<file path="src/ifu_defines.svh">
`ifndef IFU_DEFINES_SVH
`define IFU_DEFINES_SVH

// word width, also the fetch address width
`define IFU_XLEN 32

// compressed parcel width
`define IFU_HALF 16

// width of the trap bus toward the trap unit
`define IFU_TRAP_LEN 16

// bit positions on the trap bus
// these follow the mcause exception codes
`define IFU_TRAP_INST_MISALIGNED 0
`define IFU_TRAP_INST_ACCESS_FAULT 1
`define IFU_TRAP_INST_PAGE_FAULT 12

// addi x0, x0, 0
// sent whenever no instruction is ready
`define IFU_NOP 32'h0000_0013

`endif

</file>
<file path="src/ifu_types_pkg.sv">
`include "ifu_defines.svh"

package ifu_types_pkg;

    // fetch word returned by the instruction memory
    // valid is a single-cycle strobe for the current pc
    typedef struct packed {
        logic                 valid;
        logic [`IFU_XLEN-1:0] rdata;
    } imem_rsp_t;

    // translation response
    // page_fault only counts while valid is high
    typedef struct packed {
        logic valid;
        logic page_fault;
    } xlat_rsp_t;

    // aligned instruction toward decode
    typedef struct packed {
        logic [`IFU_XLEN-1:0] addr;
        logic [`IFU_XLEN-1:0] inst;
        // set when inst came out of the rvc expander
        logic                 is_compressed;
    } fetch_out_t;

    // translation wait sequencer
    typedef enum logic [1:0] {
        // nothing outstanding
        XLAT_IDLE      = 2'b00,
        // translation requested, waiting on its strobe
        XLAT_WAIT_XLAT = 2'b01,
        // translation done, waiting on the fetch word
        XLAT_WAIT_MEM  = 2'b10
    } xlat_state_e;

endpackage

</file>
<file path="src/ifu_trap_pkg.sv">
`include "ifu_defines.svh"

package ifu_trap_pkg;

    // one bit per exception cause
    typedef logic [`IFU_TRAP_LEN-1:0] trap_bus_t;

    // causes the fetch stage can raise
    // values double as bit indices on trap_bus_t
    typedef enum logic [3:0] {
        CAUSE_INST_MISALIGNED   = 4'(`IFU_TRAP_INST_MISALIGNED),
        CAUSE_INST_ACCESS_FAULT = 4'(`IFU_TRAP_INST_ACCESS_FAULT),
        CAUSE_INST_PAGE_FAULT   = 4'(`IFU_TRAP_INST_PAGE_FAULT)
    } trap_cause_e;

endpackage

</file>
<file path="src/rvc_expander.sv">
`timescale 1ns/10ps
`include "ifu_defines.svh"

module rvc_expander (
    input  logic [`IFU_HALF-1:0] half_i,
    output logic [`IFU_XLEN-1:0] inst_o
);

    // full register fields
    logic [4:0]  rd_full;
    logic [4:0]  rs2_full;
    // popular registers x8..x15
    logic [4:0]  rd_prime;
    logic [4:0]  rs1_prime;
    // ci immediate, sign extended to 12 bits
    logic [11:0] ci_imm;
    // lw / sw word offset, zero extended
    logic [11:0] mem_off;
    // c.j offset, sign extended, bit 0 always zero
    logic [20:0] j_off;

    assign rd_full   = half_i[11:7];
    assign rs2_full  = half_i[6:2];
    assign rd_prime  = {2'b01, half_i[4:2]};
    assign rs1_prime = {2'b01, half_i[9:7]};

    assign ci_imm  = {{6{half_i[12]}}, half_i[12], half_i[6:2]};
    // offset[6]=c[5], offset[5:3]=c[12:10], offset[2]=c[6]
    assign mem_off = {5'b0, half_i[5], half_i[12:10], half_i[6], 2'b00};

    // offset[11|4|9:8|10|6|7|3:1|5] sits in c[12:2]
    assign j_off = {{9{half_i[12]}}, half_i[12], half_i[8], half_i[10:9],
                    half_i[6], half_i[7], half_i[2], half_i[11],
                    half_i[5:3], 1'b0};

    always_comb begin
        // anything not decoded below is an illegal instruction
        inst_o = '0;
        // select on funct3 and quadrant
        case ({half_i[15:13], half_i[1:0]})
            // c.lw -> lw rd', off(rs1')
            5'b010_00: begin
                inst_o = {mem_off, rs1_prime, 3'b010, rd_prime, 7'b0000011};
            end
            // c.sw -> sw rs2', off(rs1')
            5'b110_00: begin
                inst_o = {mem_off[11:5], rd_prime, rs1_prime, 3'b010,
                          mem_off[4:0], 7'b0100011};
            end
            // c.addi -> addi rd, rd, imm
            // c.nop lands here with rd = x0 and imm = 0
            5'b000_01: begin
                inst_o = {ci_imm, rd_full, 3'b000, rd_full, 7'b0010011};
            end
            // c.li -> addi rd, x0, imm
            5'b010_01: begin
                inst_o = {ci_imm, 5'd0, 3'b000, rd_full, 7'b0010011};
            end
            // c.j -> jal x0, off
            5'b101_01: begin
                inst_o = {j_off[20], j_off[10:1], j_off[11], j_off[19:12],
                          5'd0, 7'b1101111};
            end
            // c.mv / c.add
            // rs2 = x0 would be c.jr, c.jalr or c.ebreak, left illegal here
            5'b100_10: begin
                if (rs2_full != 5'd0) begin
                    if (half_i[12]) begin
                        // add rd, rd, rs2
                        inst_o = {7'b0, rs2_full, rd_full, 3'b000, rd_full, 7'b0110011};
                    end else begin
                        // add rd, x0, rs2
                        inst_o = {7'b0, rs2_full, 5'd0, 3'b000, rd_full, 7'b0110011};
                    end
                end
            end
            default: begin
                inst_o = '0;
            end
        endcase
    end

endmodule

</file>
<file path="src/fetch_aligner.sv">
`timescale 1ns/10ps
`include "ifu_defines.svh"

module fetch_aligner (
    input  logic                      clk,
    input  logic                      rst,
    input  logic [`IFU_XLEN-1:0]      pc_i,
    input  ifu_types_pkg::imem_rsp_t  imem_rsp_i,
    input  logic                      flush_i,
    output ifu_types_pkg::fetch_out_t fetch_o,
    output logic                      inst_valid_o
);

    import ifu_types_pkg::*;

    // parcel addressed by pc[1]
    logic [`IFU_HALF-1:0]   cur_half;
    logic                   cur_is_c;
    logic [`IFU_XLEN-1:0]   expanded;

    // low half of a 32-bit instruction that spans two words
    logic                   buf_valid;
    logic [`IFU_HALF-1:0]   buf_half;
    // word index of the pc that filled the buffer
    logic [`IFU_XLEN-3:0]   buf_word;
    logic [`IFU_XLEN-3:0]   next_word;

    // strobe decisions
    logic                   save_half;
    logic                   join_hit;

    fetch_out_t             sel;
    logic                   sel_valid;

    assign cur_half = pc_i[1] ? imem_rsp_i.rdata[`IFU_XLEN-1:`IFU_HALF]
                              : imem_rsp_i.rdata[`IFU_HALF-1:0];
    // 2'b11 marks a 32-bit encoding
    assign cur_is_c = (cur_half[1:0] != 2'b11);

    assign next_word = buf_word + {{(`IFU_XLEN-3){1'b0}}, 1'b1};

    // upper half must come from the very next word
    assign join_hit = buf_valid && imem_rsp_i.valid
                      && (pc_i[`IFU_XLEN-1:2] == next_word);

    // 32-bit instruction starting at pc[1]=1 with nothing pending
    assign save_half = !buf_valid && imem_rsp_i.valid && !cur_is_c && pc_i[1];

    rvc_expander u_rvc_expander (
        .half_i (cur_half),
        .inst_o (expanded)
    );

    // buffer occupancy
    always_ff @(posedge clk or posedge rst) begin
        if (rst) begin
            buf_valid <= 1'b0;
        end else if (flush_i) begin
            buf_valid <= 1'b0;
        end else if (save_half) begin
            buf_valid <= 1'b1;
        end else if (join_hit) begin
            buf_valid <= 1'b0;
        end
    end

    // saved parcel and its word index
    always_ff @(posedge clk) begin
        if (save_half) begin
            buf_half <= cur_half;
            buf_word <= pc_i[`IFU_XLEN-1:2];
        end
    end

    always_comb begin
        sel.addr          = pc_i;
        sel.inst          = `IFU_NOP;
        sel.is_compressed = 1'b0;
        sel_valid         = 1'b0;
        if (buf_valid) begin
            // new low half goes above the saved one
            // a non-sequential word keeps the buffer and gives nop
            if (join_hit) begin
                sel.inst  = {imem_rsp_i.rdata[`IFU_HALF-1:0], buf_half};
                sel_valid = 1'b1;
            end
        end else if (imem_rsp_i.valid) begin
            if (cur_is_c) begin
                sel.inst          = expanded;
                sel.is_compressed = 1'b1;
                sel_valid         = 1'b1;
            end else if (!pc_i[1]) begin
                // aligned 32-bit word
                sel.inst  = imem_rsp_i.rdata;
                sel_valid = 1'b1;
            end
            // otherwise the half is being saved, nop this cycle
        end
    end

    assign fetch_o      = sel;
    assign inst_valid_o = sel_valid;

endmodule

</file>
<file path="src/fetch_translate_ctrl.sv">
`timescale 1ns/10ps
`include "ifu_defines.svh"

module fetch_translate_ctrl (
    input  logic                     clk,
    input  logic                     rst,
    input  logic                     xlat_en_i,
    input  ifu_types_pkg::xlat_rsp_t xlat_rsp_i,
    input  logic                     imem_valid_i,
    input  logic                     flush_i,
    input  logic                     ls_valid_i,
    output logic                     stall_o,
    output ifu_trap_pkg::trap_bus_t  trap_o
);

    import ifu_types_pkg::*;
    import ifu_trap_pkg::*;

    xlat_state_e state_q;
    xlat_state_e state_d;
    // faulting translation seen this cycle
    logic        page_fault;

    assign page_fault = xlat_rsp_i.valid && xlat_rsp_i.page_fault;

    always_comb begin
        state_d = state_q;
        case (state_q)
            XLAT_IDLE: begin
                if (xlat_en_i) begin
                    state_d = XLAT_WAIT_XLAT;
                end
            end
            XLAT_WAIT_XLAT: begin
                // a fault ends the sequence, the trap goes out this cycle
                if (xlat_rsp_i.valid) begin
                    state_d = xlat_rsp_i.page_fault ? XLAT_IDLE : XLAT_WAIT_MEM;
                end
            end
            XLAT_WAIT_MEM: begin
                if (imem_valid_i) begin
                    state_d = XLAT_IDLE;
                end
            end
            default: begin
                state_d = XLAT_IDLE;
            end
        endcase
        // redirect drops whatever was outstanding
        if (flush_i) begin
            state_d = XLAT_IDLE;
        end
    end

    always_ff @(posedge clk or posedge rst) begin
        if (rst) begin
            state_q <= XLAT_IDLE;
        end else begin
            state_q <= state_d;
        end
    end

    // load/store owns the memory port, never stall against it
    assign stall_o = !ls_valid_i && (!imem_valid_i || (state_q != XLAT_IDLE));

    always_comb begin
        // misaligned and access faults are not detected in fetch
        trap_o = '0;
        trap_o[CAUSE_INST_PAGE_FAULT] = page_fault;
    end

endmodule

</file>
<file path="src/ifu.sv">
`timescale 1ns/10ps
`include "ifu_defines.svh"

module ifu (
    input  logic                      clk,
    input  logic                      rst,
    // fetch pc from the pc stage
    input  logic [`IFU_XLEN-1:0]      inst_addr_i,
    input  ifu_types_pkg::imem_rsp_t  imem_rsp_i,
    // translation
    input  logic                      xlat_en_i,
    input  ifu_types_pkg::xlat_rsp_t  xlat_rsp_i,
    // pipeline control
    input  logic                      flush_i,
    input  logic                      ls_valid_i,
    // toward decode
    output ifu_types_pkg::fetch_out_t fetch_o,
    output logic                      inst_valid_o,
    // toward the pc stage
    output logic                      stall_o,
    output ifu_trap_pkg::trap_bus_t   trap_o
);

    import ifu_types_pkg::*;
    import ifu_trap_pkg::*;

    // aligned instruction and trap cause from the two halves
    fetch_out_t aligned;
    trap_bus_t  fetch_trap;

    // parcel alignment and rvc expansion
    fetch_aligner u_fetch_aligner (
        .clk          (clk),
        .rst          (rst),
        .pc_i         (inst_addr_i),
        .imem_rsp_i   (imem_rsp_i),
        .flush_i      (flush_i),
        .fetch_o      (aligned),
        .inst_valid_o (inst_valid_o)
    );

    // translation wait, stall and page fault
    fetch_translate_ctrl u_fetch_translate_ctrl (
        .clk          (clk),
        .rst          (rst),
        .xlat_en_i    (xlat_en_i),
        .xlat_rsp_i   (xlat_rsp_i),
        .imem_valid_i (imem_rsp_i.valid),
        .flush_i      (flush_i),
        .ls_valid_i   (ls_valid_i),
        .stall_o      (stall_o),
        .trap_o       (fetch_trap)
    );

    assign fetch_o = aligned;
    assign trap_o  = fetch_trap;

endmodule

</file>
<file path="config.mk">
export PLATFORM = sky130hd
export DESIGN_NAME = ifu
export DESIGN_NICKNAME = d
export VERILOG_FILES = /design/src/ifu_types_pkg.sv /design/src/ifu_trap_pkg.sv /design/src/rvc_expander.sv /design/src/fetch_aligner.sv /design/src/fetch_translate_ctrl.sv /design/src/ifu.sv
export VERILOG_INCLUDE_DIRS = /design/src
export SDC_FILE = /design/constraint.sdc
export NUM_CORES = 1
export LEC_CHECK = 0
export ABC_AREA = 1
export BUFFER_PORTS_ARGS = -buffer_cell sky130_fd_sc_hd__buf_2
export CAP_MARGIN = 40
export CORE_UTILIZATION = 47
export DETAILED_ROUTE_END_ITERATION = 10
export PLACE_DENSITY_LB_ADDON = 0.3
export SETUP_SLACK_MARGIN = 0.05
export SYNTH_ARGS = -nofsm -noshare
export SYNTH_HDL_FRONTEND = slang
export SYNTH_SLANG_ARGS = --single-unit
</file>
<file path="constraint.sdc">
create_clock -name clk -period 4.75 [get_ports clk]
set_input_delay 0.2375 -clock clk [delete_from_list [all_inputs] [get_ports clk]]
set_output_delay 0.2375 -clock clk [all_outputs]
set_load 0.05 [all_outputs]
</file>
Word-level counts from Yosys, hierarchy flattened
Cells that the tools add are included.

cells by class
  muxes and demuxes = 25
  equal/unequal tests = 13
  reduce and logical (&&, ||, !) cells = 17
  $add $sub $neg = 1

operator list
  cell                                                             number
  32-bit one-hot mux with 6 select lines                           1
  32-bit 2-to-1 mux                                                4
  33-bit 2-to-1 mux                                                1
  30-bit by 1-bit adder with 30-bit output, second input constant  1
  30-bit == test                                                   1
  25-bit 2-to-1 mux                                                1
  20-bit 2-to-1 mux                                                1
  16-bit 2-to-1 mux                                                1
  5-bit == test, second input constant                             3
  5-bit by 4-bit == test with 1-bit output, second input constant  2
  1-bit 2-to-1 mux                                                 10
  2-bit 2-to-1 mux                                                 5
  3-bit inequality test, second input constant                     3
  1-bit logical AND                                                7
  2-bit one-hot mux with 3 select lines                            1
  5-bit by 1-bit == test with 1-bit output, second input constant  1
  5-bit nonzero test                                               1
  1-bit logical NOT                                                4
  3-bit AND reduction                                              1
  3-bit nonzero test                                               1
  2-bit by 1-bit == test with 1-bit output, second input constant  1
  2-bit == test, second input constant                             1
  2-bit logical NOT                                                1
  2-bit inequality test, second input constant                     1
  2 further kinds                                                  2

word-level totals
  word-level logic and storage cells = 60
  register bits after elaboration = 49
  input port bits = 72
  output and inout port bits = 83

Depth between registers and ports, before layout
  depth after elaboration = 7
  gate-level depth with buffers = 18
  gate-level depth less buffers = 17

Hierarchy
A second synthesis with hierarchy kept.

second synthesis, totals
  cells, all modules = 765
  area total of the unflattened synthesis = 5,152.4 µm²

modules (own cells, without submodules)
  module                cells an instance  times used  sequential area each (µm²)  area an instance (µm²)
  fetch_aligner         600                1           1,406.3                     4,271.6
  rvc_expander          120                1           0.0                         593.1
  fetch_translate_ctrl  45                 1           50.0                        287.8

Least setup slack after synthesis
OpenSTA, ideal clock, no wires.

  kind = flip-flop to flip-flop
  start point = register u_fetch_aligner.buf_valid
  end point = register u_fetch_aligner.buf_half[0] (enable)
  stages on the path, launching flop included = 4
  setup time = 509 ps
  arrival = 4,139 ps
  path slack = 102 ps
  required time = 4,241 ps
  path buffers = 0
  clock period less this slack = 4,648 ps
  path through = dfrtp_1 nor2_1 clkinv_1 nor3_1

between the ends
  word-level cells in the longest chain between the ends = 4

RTL lines
  item                                 RTL line             RTL
  start, declared                      fetch_aligner.sv:22  logic buf_valid;
  start signal, assigned               fetch_aligner.sv:57  buf_valid <= 1'b0;
  start signal, assigned               fetch_aligner.sv:59  buf_valid <= 1'b0;
  start signal, assigned               fetch_aligner.sv:61  buf_valid <= 1'b1;
  1-bit logical NOT                    fetch_aligner.sv:47  assign save_half = !buf_valid && imem_rsp_i.valid && !cur_is_c && pc_i[1];
  1-bit logical AND (3 in series)      fetch_aligner.sv:47
  named net u_fetch_aligner.save_half  fetch_aligner.sv:29  logic save_half;
  end signal, assigned                 fetch_aligner.sv:70  buf_half <= cur_half;
  end, declared                        fetch_aligner.sv:23  logic [`IFU_HALF-1:0] buf_half;

The timed path passes the listed nets, and every way through them passes these cells.
A chain may end at the register's enable or synchronous reset.

==> impl_metrics.yaml <==
worst_setup_path:
  r2r_slack_ns: 2.16
  path_class: "reg -> out"
  crit_family: "simple AND/OR/NAND/NOR gates"
  cpMostUsedCell: "nand2_1"
  crit_path_start: "u_fetch_aligner.buf_word[0]"
  worstSetupEndpointType: "primary output"
  critPathBufInv: 2
  cp.depth: 16
  start_kind: "flop"
  path_cells: "ha_1 > nand2_2 > nor2_4 > nand2_2 > o21ai_0 > nand2_1 > nor2_1 > nand2_1 > nor2_1 > nand2_1 > nor2_2 > nand3_2 > inv_4 > nand2_1 > o21ai_0 > buf_2"
  max_stage_delay_ns: 0.46
  required_ns: 4.51
  critical_path.reg2reg.endpoint: "u_fetch_aligner.buf_valid"
  crit_fanout: 19
  arrival_ns: 3.40
  r2r_cells: 14
  crit_slowest_cell: "edfxtp_1"
  regToRegStartpoint: "u_fetch_aligner.buf_word[0]"
  endpoint: "fetch_o[15]"
cells_and_area:
  antenna_cells: 0
  register_area_sq_um: 1460
  fin_nets: 848
  multi_input_area_sq_um: 2330
  utilization_pct: 55.4
  stdcell_area_sq_um: 5120
  fillers: 927
  drive_gt1_share_pct: 22.0
  syn_to_final_growth_pct: 14.1
timing:
  hold_violations: 0
  tightestPinTransition_ns: 0.674
  period_minus_slack_ns: 3.64
  maxSlewViolCount: 0
  max_freq_ghz: 0.275
  clock-skew-final_ns: 0.00563
  timing.final.crit_share_pct: 76.7
  grt_setup_unrepaired: "false"
  fin_tns_setup_ns: 0
  max-slew-margin-rel_pct: 54.6
  setup_viol: 0
floorplanning:
  die_h_um: 99.7
  die-area_sq_um: 9950
  core_sq_um: 9240
  die_w_um: 99.7
  ioPinCount: 155
  rows: 35
  start_util_pct: 48.6
global_route:
  antenna_found_initial: 0
  track_usage_pct: 24.9
  grt_max_degree: 47
  grt_pass1_wl_mm: 19.8
  first_global_vias: 4261
  grt-ovfl-total: 0
clock_tree:
  clkTransAtPathRegs_ns: 0.10
  cts_tree: "built"
  clk_latency_ns: 0.31
  cts_buffers: 5
  clockBufferDepth: 2
  post_cts_buffers: 0
  cts.sinks: 49
  htreeDepth: 2
  cts-root-buf: "clkbuf_8"
route:
  vias: 4680
  detail_route.iter0.violations: 231
  dr.pass1.iters: 5
  ant_nets: 0
  wire_per_inst_um: 13.7
  vias_per_cell: 5.17
  wl_mm: 12.4
  drcViolationCount: 0
power_and_ir_drop:
  leakagePower_uw: 0.00256
  p_per_area_nw_per_um2: 234
  peakVddDrop_v: 0.000185
status:
  status: "completed"
yosys:
  synth.top_cell.area_share_pct: 30.8
  ys_warn_count: 0
  syn_inst: 672
  synth.area.top_cells: "edfxtp_1, nand2_1, buf_4"
  ys_seq_area_share_pct: 32.4
  synth_area_leader_cell: "edfxtp_1"
  yosysUniqueCellTypes: 42
  synthesis.area_sq_um: 4490
  synth_area_per_cell_sq_um: 6.68
  synth_seq_cells: 49
min_path:
  min_path_type: "in -> reg"
  hold_start: "inst_addr_i[10]"
placed_design:
  dpl_cell_area_sq_um: 5000
  gp_congestion: 1.07
  hpwl_mm: 9.59
  io_buffers: 137
flow_run:
  drv_cap: 0
-- where the power goes --
part	internal [uW]	switching (uW)	total (uW)
Clock	159	154	313
Combinational	98.1	299	397
Sequential	483	6.45	490
Total	740	459	1200
-- worst register-to-register path: cells and delay by family, from the launching register on --
family | cells | cell delay [ns]
and+or+nand+nor | 11 | 1.49
AOI/OAI and AO/OA | 2 | 0.28
adders and majority gates | 1 | 0.28
DFF | 1 | 0.46
-- synthesized netlist by cell type --
| cell type | count |
|---|---|
| buf_4 | 48 |
| ha_1 | 1 |
| buf_1 | 1 |
| o221ai_1 | 1 |
| dfrtp_1 | 3 |
| a21boi_0 | 1 |
| xnor2_1 | 10 |
| nor2_1 | 69 |
| nand2_4 | 1 |
| nand4_1 | 10 |
| edfxtp_1 | 46 |
| nor3_1 | 3 |
| buf_8 | 1 |
| nand3b_1 | 8 |
| o211ai_1 | 2 |
| xor2_1 | 11 |
| conb_1 | 1 |
| o311ai_0 | 1 |
| o21ai_1 | 6 |
| inv_1 | 87 |
| clkbuf_1 | 6 |
| buf_2 | 3 |
| o2111ai_1 | 1 |
| o32ai_1 | 1 |
| clkinv_1 | 2 |
| o21ai_2 | 1 |
| a21o_1 | 1 |
| nor2_4 | 5 |
| a31oi_1 | 7 |
| nand3_2 | 2 |
| o21bai_1 | 8 |
| a21oi_1 | 26 |
| a31o_2 | 1 |
| and2_1 | 1 |
| o22ai_1 | 6 |
| nand2_1 | 204 |
| nor2_2 | 6 |
| inv_2 | 2 |
| nand2_2 | 4 |
| inv_4 | 1 |
| nand3_1 | 32 |
| o21ai_0 | 41 |
-- layout make-up --
| type | count | share of cell area, % |
|---|---|---|
| multi-input cells | 486 | 45.4 |
| flip-flops and latches | 49 | 28.4 |
| repair buffers | 141 | 14.0 |
| inverters | 92 | 6.79 |
| well taps | 129 | 3.15 |
| clock buffers | 6 | 1.42 |
| clock inverters | 2 | 0.757 |
-- what timing repair did --
action	in CTS	in global routing
endpoints found under the hold margin	3	0
hold buffers	1	0
resized for setup	0	0
-- layer usage --
metal  GRT usage (%)  share of wire (%)
met1            30.9                 42
met2            42.5                 48
met3            4.36                6.7
met4            10.2                2.9
met5               0                  0
-- how the worst min path moves through the flow --
| stage | endpoint | slack (ns) | cells after the start |
|---|---|---|---|
| 2_1_floorplan | u_fetch_aligner.buf_valid | -0.009 | 1 |
| 3_3_place_gp | u_fetch_aligner.buf_valid | 0.11 | 2 |
| 3_5_place_dp | u_fetch_aligner.buf_valid | 0.11 | 2 |
| 4_1_cts | u_fetch_aligner.buf_valid | 0.12 | 2 |
| 5_1_grt | u_fetch_aligner.buf_valid | 0.11 | 2 |
| 6_report | u_fetch_aligner.buf_word[8] | 0.12 | 1 |
-- sequential cells by signal (all words and copies together) (netlist names) --
signal,count
u_fetch_aligner.buf_word,30
u_fetch_aligner.buf_half,16
u_fetch_aligner.buf_valid,1
u_fetch_translate_ctrl.state_q,2
-- cell families (layout without fill, tap and decap cells) --
group / after synthesis / in the layout / share of synthesized area, %
fa+ha+maj: 1 / 1 / 0.279
compound gates: 104 / 104 / 13.1
simple gates: 345 / 345 / 32.9
buf+inv: 151 / 241 / 17.0
xor+xnor: 21 / 21 / 4.10
other cells: 1 / 15 / 0.0835
flops: 49 / 49 / 32.4
-- layout by cell type, fill, tap and decap left out, types with 4 or more instances in the layout --
cell,count
nand4_1,10
o21ai_0,41
o21bai_1,8
inv_1,87
a21oi_1,26
edfxtp_1,46
nand2_2,4
nor2_4,5
a31oi_1,7
xor2_1,11
buf_2,137
nor2_1,69
clkbuf_8,5
xnor2_1,10
conb_1,15
nand3b_1,8
nor2_2,6
nand3_1,32
nand2_1,204
o21ai_1,6
o22ai_1,6
-- metrics by stage --
step                hold slack (ns)  setup slack, ns  cells  power (uW)
global placement              0.108             1.46    896         888
finish                        0.121             1.11    905        1200
CTS                           0.115             1.10    905        1200
floorplan                  -0.00886            0.102    686         812
detailed placement            0.114             1.34    896         891
global route                  0.108            0.803    905        1250
Note: power is estimated with default switching activity, not from simulation.
